===== config.mk =====
export PLATFORM = sky130hd
export DESIGN_NAME = exu_lsu
export DESIGN_NICKNAME = d
export VERILOG_FILES = /design/src/source/exu_pkg.sv /design/src/source/exu_lsu.sv
export SDC_FILE = /design/constraint.sdc
export NUM_CORES = 1
export LEC_CHECK = 0
export BUFFER_PORTS_ARGS = -buffer_cell sky130_fd_sc_hd__buf_2
export CORE_ASPECT_RATIO = 1.75
export CORE_MARGIN = 8
export CORE_UTILIZATION = 30
export CTS_BUF_LIST = sky130_fd_sc_hd__clkbuf_4 sky130_fd_sc_hd__clkbuf_8
export DETAILED_ROUTE_END_ITERATION = 7
export GPL_TIMING_DRIVEN = 0
export SETUP_SLACK_MARGIN = 0.2
export SLEW_MARGIN = 20
export SYNTH_ARGS = -nofsm -noshare
export SYNTH_HDL_FRONTEND = slang
export SYNTH_SLANG_ARGS = --single-unit

===== constraint.sdc =====
create_clock -name clk -period 5.1 [get_ports clk]
set_input_delay 1.02 -clock clk [delete_from_list [all_inputs] [get_ports clk]]
set_output_delay 1.02 -clock clk [all_outputs]
set_load 0.03 [all_outputs]

===== src/source/exu_pkg.sv =====
`default_nettype none

package exu_pkg;

    // rv64 data and address width
    localparam int xlen = 64;
    // one strobe per byte lane
    localparam int mask_w = xlen / 8;
    // architectural register index
    localparam int reg_idx_w = 5;

    // kept rv64i instructions, one code each
    typedef enum logic [5:0] {
        // register/register
        op_add, op_sub, op_sll, op_slt, op_sltu,
        op_xor, op_srl, op_sra, op_or, op_and,
        // register/immediate
        op_addi, op_slti, op_sltiu, op_xori, op_ori,
        op_andi, op_slli, op_srli, op_srai,
        // upper immediates and jumps
        op_lui, op_auipc, op_jal, op_jalr,
        // conditional branches
        op_beq, op_bne, op_blt, op_bge, op_bltu, op_bgeu,
        // loads, signed then unsigned
        op_lb, op_lh, op_lw, op_ld, op_lbu, op_lhu, op_lwu,
        // stores
        op_sb, op_sh, op_sw, op_sd,
        op_nop
    } exu_op_e;

    // integer alu operations
    typedef enum logic [3:0] {
        alu_add,
        alu_sub,
        alu_sll,
        alu_slt,
        alu_sltu,
        alu_xor,
        alu_srl,
        alu_sra,
        alu_or,
        alu_and
    } alu_mode_e;

    // execute control states
    typedef enum logic [1:0] {
        st_idle,
        st_mem,
        st_done
    } exu_state_e;

endpackage

`default_nettype wire


===== src/source/exu_lsu.sv =====
`default_nettype none

module exu_lsu (
    input  wire                         clk,
    input  wire                         arst_n,
    input  wire                         start,
    input  wire exu_pkg::exu_op_e       op,
    input  wire [exu_pkg::xlen-1:0]     addr,
    input  wire [exu_pkg::xlen-1:0]     store_data,
    output logic [exu_pkg::xlen-1:0]    load_data,
    output logic                        lsu_done,
    output logic                        mem_req,
    output logic                        mem_we,
    output logic [exu_pkg::xlen-1:0]    mem_addr,
    output logic [exu_pkg::xlen-1:0]    mem_wdata,
    output logic [exu_pkg::mask_w-1:0]  mem_wmask,
    input  wire [exu_pkg::xlen-1:0]     mem_rdata,
    input  wire                         mem_ack
);
    import exu_pkg::*;

    // byte offset inside the 8-byte word
    logic [2:0]        offset;
    logic              is_store;
    logic [xlen-1:0]   lane_wdata;
    logic [mask_w-1:0] lane_mask;
    // load side, held from start until writeback
    logic [2:0]        offset_q;
    exu_op_e           op_q;
    logic [xlen-1:0]   rdata_q;
    logic [xlen-1:0]   lane_rdata;
    // start seen while the last ack was still high
    logic              pending;

    assign offset     = addr[2:0];
    assign is_store   = op inside {op_sb, op_sh, op_sw, op_sd};
    // store data moved up into its lane
    assign lane_wdata = store_data << {offset, 3'b000};

    always_comb begin
        case (op)
            op_sb:   lane_mask = 8'h01 << offset;
            op_sh:   lane_mask = 8'h03 << offset;
            op_sw:   lane_mask = 8'h0f << offset;
            op_sd:   lane_mask = 8'hff;
            default: lane_mask = '0;
        endcase
    end

    // request payload latched on start, stable while mem_req is up
    always_ff @(posedge clk) begin
        if (start) begin
            mem_addr  <= {addr[xlen-1:3], 3'b000};
            mem_wdata <= lane_wdata;
            mem_wmask <= lane_mask;
            offset_q  <= offset;
            op_q      <= op;
        end
        if (mem_req && mem_ack) begin
            rdata_q <= mem_rdata;
        end
    end

    // four-phase req/ack with the memory
    always_ff @(posedge clk or negedge arst_n) begin
        if (!arst_n) begin
            pending  <= 1'b0;
            mem_req  <= 1'b0;
            mem_we   <= 1'b0;
            lsu_done <= 1'b0;
        end else begin
            lsu_done <= 1'b0;
            if (start) begin
                pending <= 1'b1;
                mem_we  <= is_store;
            end
            if (mem_req) begin
                // data taken, drop req and report done together
                if (mem_ack) begin
                    mem_req  <= 1'b0;
                    mem_we   <= 1'b0;
                    lsu_done <= 1'b1;
                end
            end else if ((pending || start) && !mem_ack) begin
                // ack of the previous access has fallen
                mem_req <= 1'b1;
                pending <= 1'b0;
            end
        end
    end

    // lane down to bit 0, then extend by load kind
    assign lane_rdata = rdata_q >> {offset_q, 3'b000};

    always_comb begin
        case (op_q)
            op_lb:   load_data = {{(xlen-8){lane_rdata[7]}}, lane_rdata[7:0]};
            op_lh:   load_data = {{(xlen-16){lane_rdata[15]}}, lane_rdata[15:0]};
            op_lw:   load_data = {{(xlen-32){lane_rdata[31]}}, lane_rdata[31:0]};
            op_lbu:  load_data = {{(xlen-8){1'b0}}, lane_rdata[7:0]};
            op_lhu:  load_data = {{(xlen-16){1'b0}}, lane_rdata[15:0]};
            op_lwu:  load_data = {{(xlen-32){1'b0}}, lane_rdata[31:0]};
            // ld, whole word
            default: load_data = rdata_q;
        endcase
    end

endmodule

`default_nettype wire


# Word level (Yosys, flattened, before mapping)

Cells that the tools add are included.

$lt $le $gt $ge: 0
Shifts and indexed selects: 5
Reductions and logical operators: 5
$add $sub $neg: 0
Multipliers: 0
Eq/ne operators: 10
Multiplexer cells: 13
Bitwise logic cells: 0
Div/mod/pow operators: 0

Operators by type and width:

| operator                                                          | count |
|---|---|
| 64-bit case mux with 6 select lines                               | 1 |
| 64-bit by 6-bit left shift with 64-bit output                     | 1 |
| 64-bit by 6-bit >> shifter with 32-bit output                     | 1 |
| 6-bit == test, second input constant                              | 7 |
| 8-bit case mux with 4 select lines                                | 1 |
| 6-bit by 5-bit == test with 1-bit output, second input constant   | 3 |
| 1-bit 2-to-1 mux                                                  | 11 |
| 1-bit by 3-bit left shift with 8-bit output, first input constant | 1 |
| 2-bit by 3-bit left shift with 8-bit output, first input constant | 1 |
| 4-bit by 3-bit left shift with 8-bit output, first input constant | 1 |
| 4-bit nonzero test                                                | 1 |
| 1-bit logical AND                                                 | 2 |
| 1-bit logical NOT                                                 | 1 |
| 1-bit logical OR                                                  | 1 |

Memory bits (read-only): 0
Word-level logic and storage cells: 43
Latch bits: 0
Memories kept: 0
RAM bits: 0
Input port bits: 202
Register bits: 210

# Logic depth before layout (Yosys ltp)

Depth in word-level cells: 5
Depth in mapped cells: 8
Depth with buffers taken out: 4

# Worst setup path after synthesis

Ideal clock, no wire load.

Path type: reg2out
Start point: register offset_q[0]
End point: output load_data[17] (netlist bit)
Stages on the path, launching flop included: 7
Data arrival time: 2.349 ns
Setup slack: 1.731 ns
Buffers on the path: 2
Cell sequence: edfxtp_1 buf_4 mux2i_1 mux4_2 or4b_4 buf_2 a41oi_1

Word-level cells in the longest chain between the ends: 2

RTL lines:

| element                                       | RTL line      | RTL |
|---|---|---|
| start: declaration                            | exu_lsu.sv:28 | `logic [2:0] offset_q;` |
| start signal: assignment                      | exu_lsu.sv:56 | `offset_q <= offset;` |
| 64-bit by 6-bit >> shifter with 32-bit output | exu_lsu.sv:93 | `assign lane_rdata = rdata_q >> {offset_q, 3'b000};` |
| 64-bit case mux with 6 select lines           | exu_lsu.sv:96 | `case (op_q)` |
| end: declaration                              | exu_lsu.sv:10 | `output logic [exu_pkg::xlen-1:0] load_data,` |

Every way passes these cells.

# Final worst setup path

Start point: register op_q[2]
End point: output load_data[23] (netlist bit)

Word-level cells in the longest chain between the ends: 2
Elaborated cells between the ends (all ways): 7

RTL lines:

| element                                                                   | RTL line      | RTL |
|---|---|---|
| start: declaration                                                        | exu_lsu.sv:29 | `exu_op_e op_q;` |
| start signal: assignment                                                  | exu_lsu.sv:57 | `op_q <= op;` |
| 6-bit == test or 6-bit by 5-bit == test with 1-bit output (tied branches) | exu_lsu.sv:96 |  |
| 64-bit case mux with 6 select lines *                                     | exu_lsu.sv:96 |  |

Mark *: on every way between the ends. The rest lies on a longest branch, timed or not.

==> results.cfg <==
[run_status]
status = finished, final reports clean

[clock_tree]
clkTransAtPathRegs_ps = 70
cts_setup_buffers = 0
cts_sinks = 210
clockRootBuffer = clkbuf_8
clock_latency_ps = 550
cts_buffers = 36
cts_max_level = 2
cts_tree = built
clockBufferDepth = 3
cts_resized = 0
ctsHoldBuffers = 0

[global_routing]
grt_util_all_layers = 0.215
grt-ovfl-total = 0
antenna_found_initial = 4
grt_pass1_vias = 10300
grt_pass1_wl_um = 68200
grt_max_degree = 101

[logic_synthesis]
synth_common_cells = 206 x edfxtp_1, 123 x mux2i_1, 87 x nor2_1, 86 x nand2_1, 57 x o21ai_0
ys_async_sr_fraction = 0.0190
synth-edff-count = 206
yosysMostFrequentCell = edfxtp_1
yosysWarningCount = 0
synth-seq-area-share = 0.586
synth_area_leaders = edfxtp_1 58%, mux2i_1 11%, nor2_1 3.0%
synth_top_cell_by_area = edfxtp_1
netlist_instances = 887
ys_ff_latch = 210
syn_avg_cell_area_sq_um = 12.1
syn-cell-area_sq_um = 10700
synth_cell_types = 49
yosys_most_used_dff = edfxtp_1
synth_top_area_share = 0.577

[floorplanning]
die_h_um = 266
ios = 405
num_rows = 91
coreArea_sq_um = 35300
initial_core_util = 0.304
die-area_sq_um = 42300
die_width_um = 159

[detailed_routing]
routed_wirelength_um = 47900
wl_per_cell_um = 26.3
drc_errors = 0
ant_nets = 0
vias_per_cell = 5.26
first_iter_violations = 576
drt_pass1_iterations = 5
dr_total_vias = 9573

[final_layout]
final_net_count = 1533
drive_gt1_frac = 0.399
post-route-cell-area_sq_um = 14100
syn2layout_area_growth_pct = 31.2
fill_cells = 3569

[critical_path]
r2r_end = rdata_q[10]
crit_path_start_kind = register
crit_chain = or4b_2, a21oi_1, clkbuf_1, o21ai_0, a41oi_1, buf_2
crit_slowest_cell = or4b_2
timing.rr.start = mem_req
cp_top_family = compound AO/OA/AOI/OAI gates
cpPeakStageDelay_ps = 730
reg2regPathDepth = 2
required_ps = 4080
path_buf_inv = 2
end_kind = output pin
path_class = register to output pin
crit_path_end = load_data[23]
critPathArrivalTime_ps = 3630
rrSetupSlack_ps = 3740
cp_num_cells = 6
cp_max_fo = 10
startpoint = op_q[2]

[sta]
finalSetupViolCount = 0
max-slew-margin-rel = 0.332
fmax_ghz = 0.215
fin_crit_ps = 4650
worst_slew_pin_slew_ps = 1000
hold_viol_final = 0
grt_setup_unrepaired = no
slew_viol_final = 0
setup_tns_ps = 0
clock_skew_ps = 25.5
period_share = 0.912
worst_slack_ps = 448

[pwr]
p_leak_nw = 6.01
power-per-cell-area_nw_per_um2 = 332
ir_drop_mv = 0.191
p_total_mw = 4.67

[placed_design]
hpwl_um = 37800
pre_cts_slack_ps = 1120
portBuffers = 401
place_area_sq_um = 13400
place.gp.congestion = 0.984

[hold_path]
hp-class = primary input to asynchronous set/reset pin

[run]
maxCapViolCount = 0
-- metrics by stage --
stage               cells  hold WS, ps   util
floorplan             889          461      -
global placement     1755          473  0.377
detailed placement   1758          492  0.380
CTS                  1818          245  0.398
global route         1819          249  0.399
finish               1821          287  0.399
-- registers in the layout, summed over array words and instances (netlist names) --
signal and count:
mem_wdata 64, rdata_q 64, mem_addr 61, mem_wmask 8, op_q 6, offset_q 3
lsu_done 1, mem_req 1, mem_we 1, pending 1
-- how the worst min path moves through the flow --
stage / slack (ps) / endpoint / from
floorplan: 460 / pending / pending
finish: 290 / pending / arst_n
global placement: 470 / pending / pending
global route: 250 / pending / arst_n
CTS: 250 / pending / arst_n
detailed placement: 490 / pending / pending
-- layout by cell type (no fill, tap or decap), drive strengths merged, types with 2 or more instances in the layout --
cell      Yosys  routed
buf          38     442
edfxtp      206     206
mux2i       123     123
clkbuf       43      88
nor2         87      87
nand2        86      86
o21ai        58      58
nand4        32      32
o22ai        29      29
mux2         22      22
a21oi        20      20
a31oi        19      19
a41oi        16      16
inv          13      14
mux4         13      13
nand2b       11      11
nor3         11      11
clkinv        0      11
or2           9       9
and3          8       8
nor2b         6       6
nand3         4       4
o211ai        4       4
dfrtp         4       4
diode         0       3
a221oi        3       3
conb          1       3
o221ai        2       2
a211oi        2       2
o32ai         2       2
clkinvlp      0       2
or4b          2       2
and2          2       2
-- layer usage --
layer / global-route usage / up-vias / wire length, um
met5: 0 / - / 27
met1: 0.200 / 4589 / 15400
li1: - / 4262 / -
met4: 0.145 / 4 / 3110
met3: 0.0546 / 164 / 3680
met2: 0.406 / 554 / 25700
-- where the power goes --
part           internal, mW  total [mW]  switching [mW]
Clock                 0.778        1.51           0.732
Sequential             2.04        2.11          0.0647
Combinational         0.332        1.05           0.716
-- area by class of cell --
class	count	area [sq um]	area share
sequential	210	6290	0.447
inverter	13	48.8	0.00347
tap	465	582	0.0413
clock buffer	45	563	0.0400
multi-input combinational	585	4040	0.287
buffer	81	357	0.0253
antenna	3	7.51	0.000534
timing repair buffer	404	2080	0.148
clock inverter	15	105	0.00747
-- kinds of logic after synthesis --
logic type / Yosys count / synth area share
buffers and inverters: 94 / 0.0378
muxes: 158 / 0.165
DFF: 210 / 0.586
and+or+nand+nor: 264 / 0.115
other: 1 / 0.000350
AOI/OAI and AO/OA: 160 / 0.0958
(Power assumes the default switching activity.)
