===== src/source/exu_pkg.sv =====
`default_nettype none

package exu_pkg;

    // rv64 data and address width
    localparam int xlen = 64;
    // one strobe per byte lane
    localparam int mask_w = xlen / 8;
    // architectural register index
    localparam int reg_idx_w = 5;

    // kept rv64i instructions, one code each
    typedef enum logic [5:0] {
        // register/register
        op_add, op_sub, op_sll, op_slt, op_sltu,
        op_xor, op_srl, op_sra, op_or, op_and,
        // register/immediate
        op_addi, op_slti, op_sltiu, op_xori, op_ori,
        op_andi, op_slli, op_srli, op_srai,
        // upper immediates and jumps
        op_lui, op_auipc, op_jal, op_jalr,
        // conditional branches
        op_beq, op_bne, op_blt, op_bge, op_bltu, op_bgeu,
        // loads, signed then unsigned
        op_lb, op_lh, op_lw, op_ld, op_lbu, op_lhu, op_lwu,
        // stores
        op_sb, op_sh, op_sw, op_sd,
        op_nop
    } exu_op_e;

    // integer alu operations
    typedef enum logic [3:0] {
        alu_add,
        alu_sub,
        alu_sll,
        alu_slt,
        alu_sltu,
        alu_xor,
        alu_srl,
        alu_sra,
        alu_or,
        alu_and
    } alu_mode_e;

    // execute control states
    typedef enum logic [1:0] {
        st_idle,
        st_mem,
        st_done
    } exu_state_e;

endpackage

`default_nettype wire


===== src/source/exu_ctrl.sv =====
`default_nettype none

module exu_ctrl (
    input  wire                          clk,
    input  wire                          arst_n,
    input  wire                          issue_req,
    output logic                         issue_ack,
    input  wire exu_pkg::exu_op_e        op,
    input  wire [exu_pkg::reg_idx_w-1:0] rd,
    input  wire [exu_pkg::reg_idx_w-1:0] rs1,
    input  wire [exu_pkg::reg_idx_w-1:0] rs2,
    input  wire [exu_pkg::xlen-1:0]      imm,
    input  wire [exu_pkg::xlen-1:0]      pc,
    output logic [exu_pkg::xlen-1:0]     dnpc,
    input  wire [exu_pkg::xlen-1:0]      src1,
    input  wire [exu_pkg::xlen-1:0]      src2,
    output exu_pkg::alu_mode_e           alu_mode,
    output logic [exu_pkg::xlen-1:0]     alu_a,
    output logic [exu_pkg::xlen-1:0]     alu_b,
    input  wire [exu_pkg::xlen-1:0]      alu_result,
    output logic                         lsu_start,
    input  wire                          lsu_done,
    input  wire [exu_pkg::xlen-1:0]      load_data,
    output logic                         wen,
    output logic [exu_pkg::xlen-1:0]     wdata
);
    import exu_pkg::*;

    exu_state_e      state_q;
    logic            is_load;
    logic            is_mem;
    logic            is_branch;
    logic            is_jump;
    logic            is_rtype;
    logic            taken;
    // last cycle of an instruction, ack and writeback on the next edge
    logic            finish;
    logic [xlen-1:0] snpc;
    logic [xlen-1:0] next_pc;

    assign is_load   = op inside {op_lb, op_lh, op_lw, op_ld, op_lbu, op_lhu, op_lwu};
    assign is_mem    = is_load || op inside {op_sb, op_sh, op_sw, op_sd};
    assign is_branch = op inside {op_beq, op_bne, op_blt, op_bge, op_bltu, op_bgeu};
    assign is_jump   = op inside {op_jal, op_jalr};
    assign is_rtype  = op inside {op_add, op_sub, op_sll, op_slt, op_sltu,
                                  op_xor, op_srl, op_sra, op_or, op_and};

    // auipc and jal add to pc
    assign alu_a = (op == op_auipc || op == op_jal) ? pc : src1;
    assign alu_b = !(is_rtype || is_branch) ? imm : src2;

    always_comb begin
        case (op)
            op_sub, op_beq, op_bne:               alu_mode = alu_sub;
            op_sll, op_slli:                      alu_mode = alu_sll;
            op_slt, op_slti, op_blt, op_bge:      alu_mode = alu_slt;
            op_sltu, op_sltiu, op_bltu, op_bgeu:  alu_mode = alu_sltu;
            op_xor, op_xori:                      alu_mode = alu_xor;
            op_srl, op_srli:                      alu_mode = alu_srl;
            op_sra, op_srai:                      alu_mode = alu_sra;
            op_or, op_ori:                        alu_mode = alu_or;
            op_and, op_andi:                      alu_mode = alu_and;
            // adds, address and jump targets
            default:                              alu_mode = alu_add;
        endcase
    end

    // branch outcome from the alu compare
    always_comb begin
        case (op)
            op_beq:          taken = alu_result == '0;
            op_bne:          taken = alu_result != '0;
            op_blt, op_bltu: taken = alu_result[0];
            op_bge, op_bgeu: taken = !alu_result[0];
            default:         taken = 1'b0;
        endcase
    end

    assign snpc = pc + xlen'(4);

    always_comb begin
        if (is_jump) begin
            next_pc = {alu_result[xlen-1:1], 1'b0};
        end else if (taken) begin
            next_pc = pc + imm;
        end else begin
            next_pc = snpc;
        end
    end

    always_comb begin
        if (op == op_lui) begin
            wdata = imm;
        end else if (is_jump) begin
            wdata = snpc;
        end else if (is_load) begin
            wdata = load_data;
        end else begin
            wdata = alu_result;
        end
    end

    assign lsu_start = issue_req && state_q == st_idle && is_mem;
    assign finish    = issue_req && ((state_q == st_idle && !is_mem) ||
                                     (state_q == st_mem && lsu_done));
    // no writeback for branches, stores or nop
    assign wen = finish && !(is_branch || op == op_nop) &&
                 (is_load || !is_mem);

    always_ff @(posedge clk or negedge arst_n) begin
        if (!arst_n) begin
            state_q   <= st_idle;
            issue_ack <= 1'b0;
            dnpc      <= '0;
        end else if (finish) begin
            state_q   <= st_done;
            issue_ack <= 1'b1;
            dnpc      <= next_pc;
        end else if (lsu_start) begin
            // wait in st_mem for the lsu
            state_q <= st_mem;
        end else if (state_q == st_done && !issue_req) begin
            // host let go, close the handshake
            state_q   <= st_idle;
            issue_ack <= 1'b0;
        end
    end

endmodule

`default_nettype wire


===== config.mk =====
export PLATFORM = sky130hd
export DESIGN_NAME = exu_ctrl
export DESIGN_NICKNAME = d
export VERILOG_FILES = /design/src/source/exu_pkg.sv /design/src/source/exu_ctrl.sv
export SDC_FILE = /design/constraint.sdc
export NUM_CORES = 1
export LEC_CHECK = 0
export BUFFER_PORTS_ARGS = -buffer_cell sky130_fd_sc_hd__buf_2
export CORE_AREA = 2 2 261 263
export DETAILED_ROUTE_END_ITERATION = 12
export DIE_AREA = 0 0 263 265
export SYNTH_ARGS = -nofsm -noshare
export SYNTH_HDL_FRONTEND = slang
export SYNTH_SLANG_ARGS = --single-unit

===== constraint.sdc =====
create_clock -name clk -period 11.14 [get_ports clk]
set_clock_uncertainty 0.05 [all_clocks]
set_input_delay 2.228 -clock clk [delete_from_list [all_inputs] [get_ports clk]]
set_output_delay 2.228 -clock clk [all_outputs]
set_load 0.05 [all_outputs]

== After elaboration in Yosys (flattened, before gate mapping) ==
Memory sizes are Yosys's and may differ from the RTL's.
Index checks and enable logic that the tools add are counted.

* Flip-flop bits (word level): 67
* ROM bits: 128
* Bits of input ports: 409
* Memories: 1

{| class="wikitable"
|+ Memory list
! memory !! words !! width !! rd ports !! clocked after Yosys merged registers in !! wr ports !! RTL line !! text
|-
| (no name shown) || 32 || 4 || 1 || 0 || 0 || exu_ctrl.sv:53 || <nowiki>case (op)</nowiki>
|}

* $add $sub $neg: 2
* Equal/unequal tests: 34
* Multiplexer cells: 15
* Reductions and logical operators: 32

{| class="wikitable"
|+ Operators with widths
! operator !! count
|-
| $mux 64 || 7
|-
| $eq 6x5->1 const B || 13
|-
| $add 64x3->64 const B || 1
|-
| $add 64x64->64 || 1
|-
| $logic_not 64->1 || 1
|-
| $reduce_bool 64->1 || 1
|-
| $eq 6x6->1 const B || 9
|-
| $eq 6x3->1 const B || 4
|-
| $eq 6x2->1 const B || 2
|-
| $eq 6x4->1 const B || 2
|-
| $reduce_bool 10->1 || 1
|-
| $logic_and 1x1->1 || 8
|-
| $reduce_bool 7->1 || 1
|-
| $eq 6x1->1 const B || 1
|-
| $logic_not 6->1 || 1
|-
| $logic_or 1x1->1 || 6
|-
| $mux 2 || 3
|-
| $reduce_bool 6->1 || 1
|-
| $logic_not 1->1 || 4
|-
| $mux 4 || 1
|-
| $pmux 1 s4 || 1
|-
| $reduce_bool 2->1 || 2
|-
| $reduce_bool 4->1 || 1
|-
| $reduce_or 2->1 || 2
|-
| 7 further kinds || 9
|}

== Logic depth before layout (Yosys ltp) ==
* Depth in word-level cells: 9
* Gate-level depth with buffers: 13
* Depth with buffers taken out: 13

== Worst setup path after synthesis ==
OpenSTA, ideal clock, no wires.

* Path kind: input port to output port
* Start point: input op[1]
* End point: output wen
* Arrival: 5.361 ns
* Required time: 8.862 ns
* Path slack: 3.501 ns
* Stages: 10
* Path buffers: 2
* Path through: inv_1 -> ha_1 -> o41ai_1 -> nor3b_1 -> or2_2 -> nor2_1 -> o21ai_1 -> clkbuf_1 -> buf_1 -> a311oi_1

* Longest elaborated chain between the ends: 9
* Elaborated cells between the ends (all ways): 31
* Those cells by class: eq/ne (18); reduce/logical (13)

{| class="wikitable"
|+ RTL lines
! what !! RTL line !! text
|-
| from (decl) || exu_ctrl.sv:8 || <nowiki>input wire exu_pkg::exu_op_e op,</nowiki>
|-
| $eq 6x5->1 (tied with other cells) || exu_ctrl.sv:41 || <nowiki>assign is_load = op inside {op_lb, op_lh, op_lw, op_ld, op_lbu, op_lhu, op_lwu};</nowiki>
|-
| $reduce_bool 7->1 or $reduce_bool 4->1 (tied branches) || exu_ctrl.sv:41, exu_ctrl.sv:42 ||
|-
| $logic_or 1x1->1 || exu_ctrl.sv:42 || <nowiki>assign is_mem = is_load || op inside {op_sb, op_sh, op_sw, op_sd};</nowiki>
|-
| $logic_not 1->1 || exu_ctrl.sv:104, exu_ctrl.sv:108 ||
|-
| $logic_and 1x1->1 || exu_ctrl.sv:104 || <nowiki>assign finish = issue_req && ((state_q == st_idle && !is_mem) ||</nowiki>
|-
| $logic_or 1x1->1 || exu_ctrl.sv:104 ||
|-
| $logic_and 1x1->1 || exu_ctrl.sv:104 ||
|-
| $logic_and 1x1->1 || exu_ctrl.sv:107 || <nowiki>assign wen = finish && !(is_branch || op == op_nop) &&</nowiki>
|-
| $logic_and 1x1->1 (*) || exu_ctrl.sv:107 ||
|-
| to (decl) || exu_ctrl.sv:24 || <nowiki>output logic wen,</nowiki>
|}

Mark *: on every way between the ends. The rest lies on a longest branch, timed or not.

== Worst setup path after layout ==
* Start point: input pc[12] (netlist bit)
* End point: output wdata[58] (netlist bit)

* Longest elaborated chain between the ends: 3

{| class="wikitable"
|+ RTL lines
! what !! RTL line !! text
|-
| from (decl) || exu_ctrl.sv:13 || <nowiki>input wire [exu_pkg::xlen-1:0] pc,</nowiki>
|-
| $add 64x3->64 || exu_ctrl.sv:79 || <nowiki>assign snpc = pc + xlen'(4);</nowiki>
|-
| $mux 64 || exu_ctrl.sv:94 || <nowiki>end else if (is_jump) begin</nowiki>
|-
| $mux 64 || exu_ctrl.sv:92 || <nowiki>if (op == op_lui) begin</nowiki>
|-
| to (decl) || exu_ctrl.sv:25 || <nowiki>output logic [exu_pkg::xlen-1:0] wdata</nowiki>
|}

No other way between the ends.

==> results.toml <==
[yosys]
synthTopCellsByArea = "dfrtp_1, mux2_2, o21ai_0"
synth-seq-area-share = 0.137
synth.most_common_cell = "nand2_1"
async_flop_share = 1.00
synth_common_cells = "nand2_1, o21ai_0, a21oi_1, nor2_1, mux2_2"
synth_area_leader_cell = "dfrtp_1"
syn-mean-instance-area_um2 = 7.10
syn_inst = 1724
synth-edff-count = 0
synth_top_area_frac = 0.137
synthFlopType = "dfrtp_1"
yosysWarnings = 0
yosysUniqueCellTypes = 69
ys_seq_elements = 67
netlist_area_mm2 = 0.0122
syn_nets = 2204

[setup_path]
crit_path_max_incr_delay_ns = 0.86
cp_cell_sequence = "buf_2, nand4_1, nor4_1, nand2_1, nor3_1, nand4_1, nor2_1, xor2_1, a21oi_1, o21ai_0, buf_2"
r2r_slack_ns = 8.66
worst_r2r_path_depth = 7
start_kind = "input pin"
critPathCaptureType = "primary output"
arrival_ns = 6.18
cp_slowest_cell = "nor3_1"
worst-setup-path-type = "in -> out"
r2r-start = "state_q[1]"
crit_fanout = 7
critPathRequiredTime_ns = 8.86
worstReg2RegEnd = "dnpc[37]"

[clocking]
postCtsSetupBuffers = 0
cts_tree = "done"
cts_max_level = 3
ctsHoldBuffers = 0
cts_resized = 0
root_buffer = "clkbuf_16"
clock-sinks = 67
worstSkewPairLatency_ns = 0.36
clock_path_buffers = 2
cts_buffers = 9
cts.clk_slew.worst_paths_ns = 0.06

[die]
initial_core_util = 0.183
die-height_um = 265
rows = 95
die_w_um = 263
design.portCount = 672
die_area_mm2 = 0.0697
core_mm2 = 0.0668

[placement]
place_congestion = 0.941
dp_hpwl_um = 61600
portBuffers = 656
dp_cells = 3158
dpl_worst_slack_ns = 2.61

[sta]
max_slew_margin = 0.171
rsz0062_at_grt = "no"
post-route-period-util = 0.759
setup_violations = 0
worst_pin_slew_ns = 1.24
fmax_mhz = 118
fin_setup_tns_ns = 0
fin_crit_ns = 8.45
final_max_slew_viol_count = 0
hold_viol = 0
fin_ws_ns = 2.69

[routing]
wl_per_cell_um = 23.1
vias_per_cell = 4.94
antenna_left = 0
vias = 15700
first_iter_violations = 1429
dr.pass1.iters = 5
routed_wl_um = 73400
drc_errors = 0

[global_route]
track_usage = 0.202
grt.overflow.total = 0
antenna_found_initial = 9
grt_start_max_net_pins = 74
grt_pass1_wl_um = 104000
grt_pass1_vias = 14900

[power]
power_density_mw_per_mm2 = 143
power.leakage_nw = 7.87
ir_drop_uv = 58.2
power_mw = 2.39

[finish]
area_growth_pct = 36.2
final_util = 0.249
final-instance-count-excl-fill = 3179
nNetsFinal = 2776
drive_above_1_share = 0.372

[hold_path]
min_from = "dnpc[4]"
whs_path_depth = 2
min_delay_worst_endpoint = "dnpc[4]"
worstHoldPathType = "reg -> reg"

[flow_run]
drv_cap = 0

[status]
outcome = "finished, final reports clean"
-- logic make-up (layout without fill, tap and decap cells) --
logic type / after synthesis / in the layout / share of synthesized area
xor+xnor: 116 / 116 / 0.0830
flops: 67 / 67 / 0.137
fa+ha+maj: 71 / 71 / 0.0732
simple gates: 585 / 585 / 0.216
compound gates: 552 / 552 / 0.271
mux: 199 / 199 / 0.177
buf+inv: 134 / 711 / 0.0430
other cells: 0 / 5 / 0
-- sequential cells by signal, indices dropped and copies added, names as in the netlist --
name / count
issue_ack: 1
dnpc: 64
state_q: 2
-- layer usage --
| metal | track usage | up-vias | routed length, um |
|---|---|---|---|
| met4 | 0.0672 | 6 | 2340 |
| met3 | 0.0457 | 113 | 5380 |
| met2 | 0.322 | 722 | 32700 |
| li1 | - | 7493 | - |
| met1 | 0.268 | 7373 | 33000 |
| met5 | 0 | - | 33 |
-- critical path: cells and delay by family --
| kind | cells | cell delay (ns) |
|---|---|---|
| AOI/OAI and AO/OA | 2 | 0.30 |
| and+or+nand+nor | 6 | 2.82 |
| buffers and inverters | 2 | 0.47 |
| xor gates and xnor gates | 1 | 0.34 |
-- stage by stage --
stage                     hold slack (ns)  cell area [um2]
after floorplan                     0.444            12200
after global placement              0.408            16400
after detailed placement            0.415            16400
after CTS                           0.429            16700
after global routing                0.451            16700
final                               0.424            16700
-- layout make-up --
class                           count  area (um2)
Timing Repair Buffer              674        3420
Clock buffer                       12         256
Inverter                           21        78.8
Antenna cell                        5        12.5
Clock inverter                      4        25.0
Tap cell                          873        1090
Multi-Input combinational cell   1523       10100
Fill cell                        7497       50100
Sequential cell                    67        1680
-- worst max path at each step --
stage	from	end	slack, ns	cells after the start
after global routing	pc[12]	wdata[58]	2.50	11
final	pc[12]	wdata[58]	2.69	11
after detailed placement	pc[12]	wdata[58]	2.61	11
after CTS	pc[12]	wdata[58]	2.61	11
after global placement	pc[12]	wdata[58]	2.67	11
after floorplan	op[1]	wen	3.50	10
-- cell usage in the layout (no fill, tap or decap), types with 4 or more instances in the layout --
cell type	instances
a21oi_1	165
nor3_1	17
a221oi_1	10
a221o_1	5
ha_1	70
nand3_1	38
o21ai_0	190
o221ai_1	8
xnor2_1	68
o31ai_1	5
xor2_1	48
nand2b_1	7
a31o_2	4
o21a_1	8
dfrtp_1	67
buf_4	19
mux2_2	141
nand2_1	233
nor2_1	160
and2_1	7
and3_1	20
or3_1	9
o211ai_1	29
nor3b_1	4
nor4_1	22
clkbuf_16	9
mux2i_1	58
diode_2	5
a211oi_1	21
a31oi_1	13
a21o_1	39
and4_1	8
nor2b_1	7
o21bai_1	12
buf_2	655
nand4_1	36
o22ai_1	11
inv_1	20
-- power breakdown --
part	switching [mW]	internal (mW)
logic	1.25	0.421
clock network	0.135	0.163
registers	0.0627	0.360
total	1.45	0.944
Note: power is estimated with default switching activity, not from simulation.
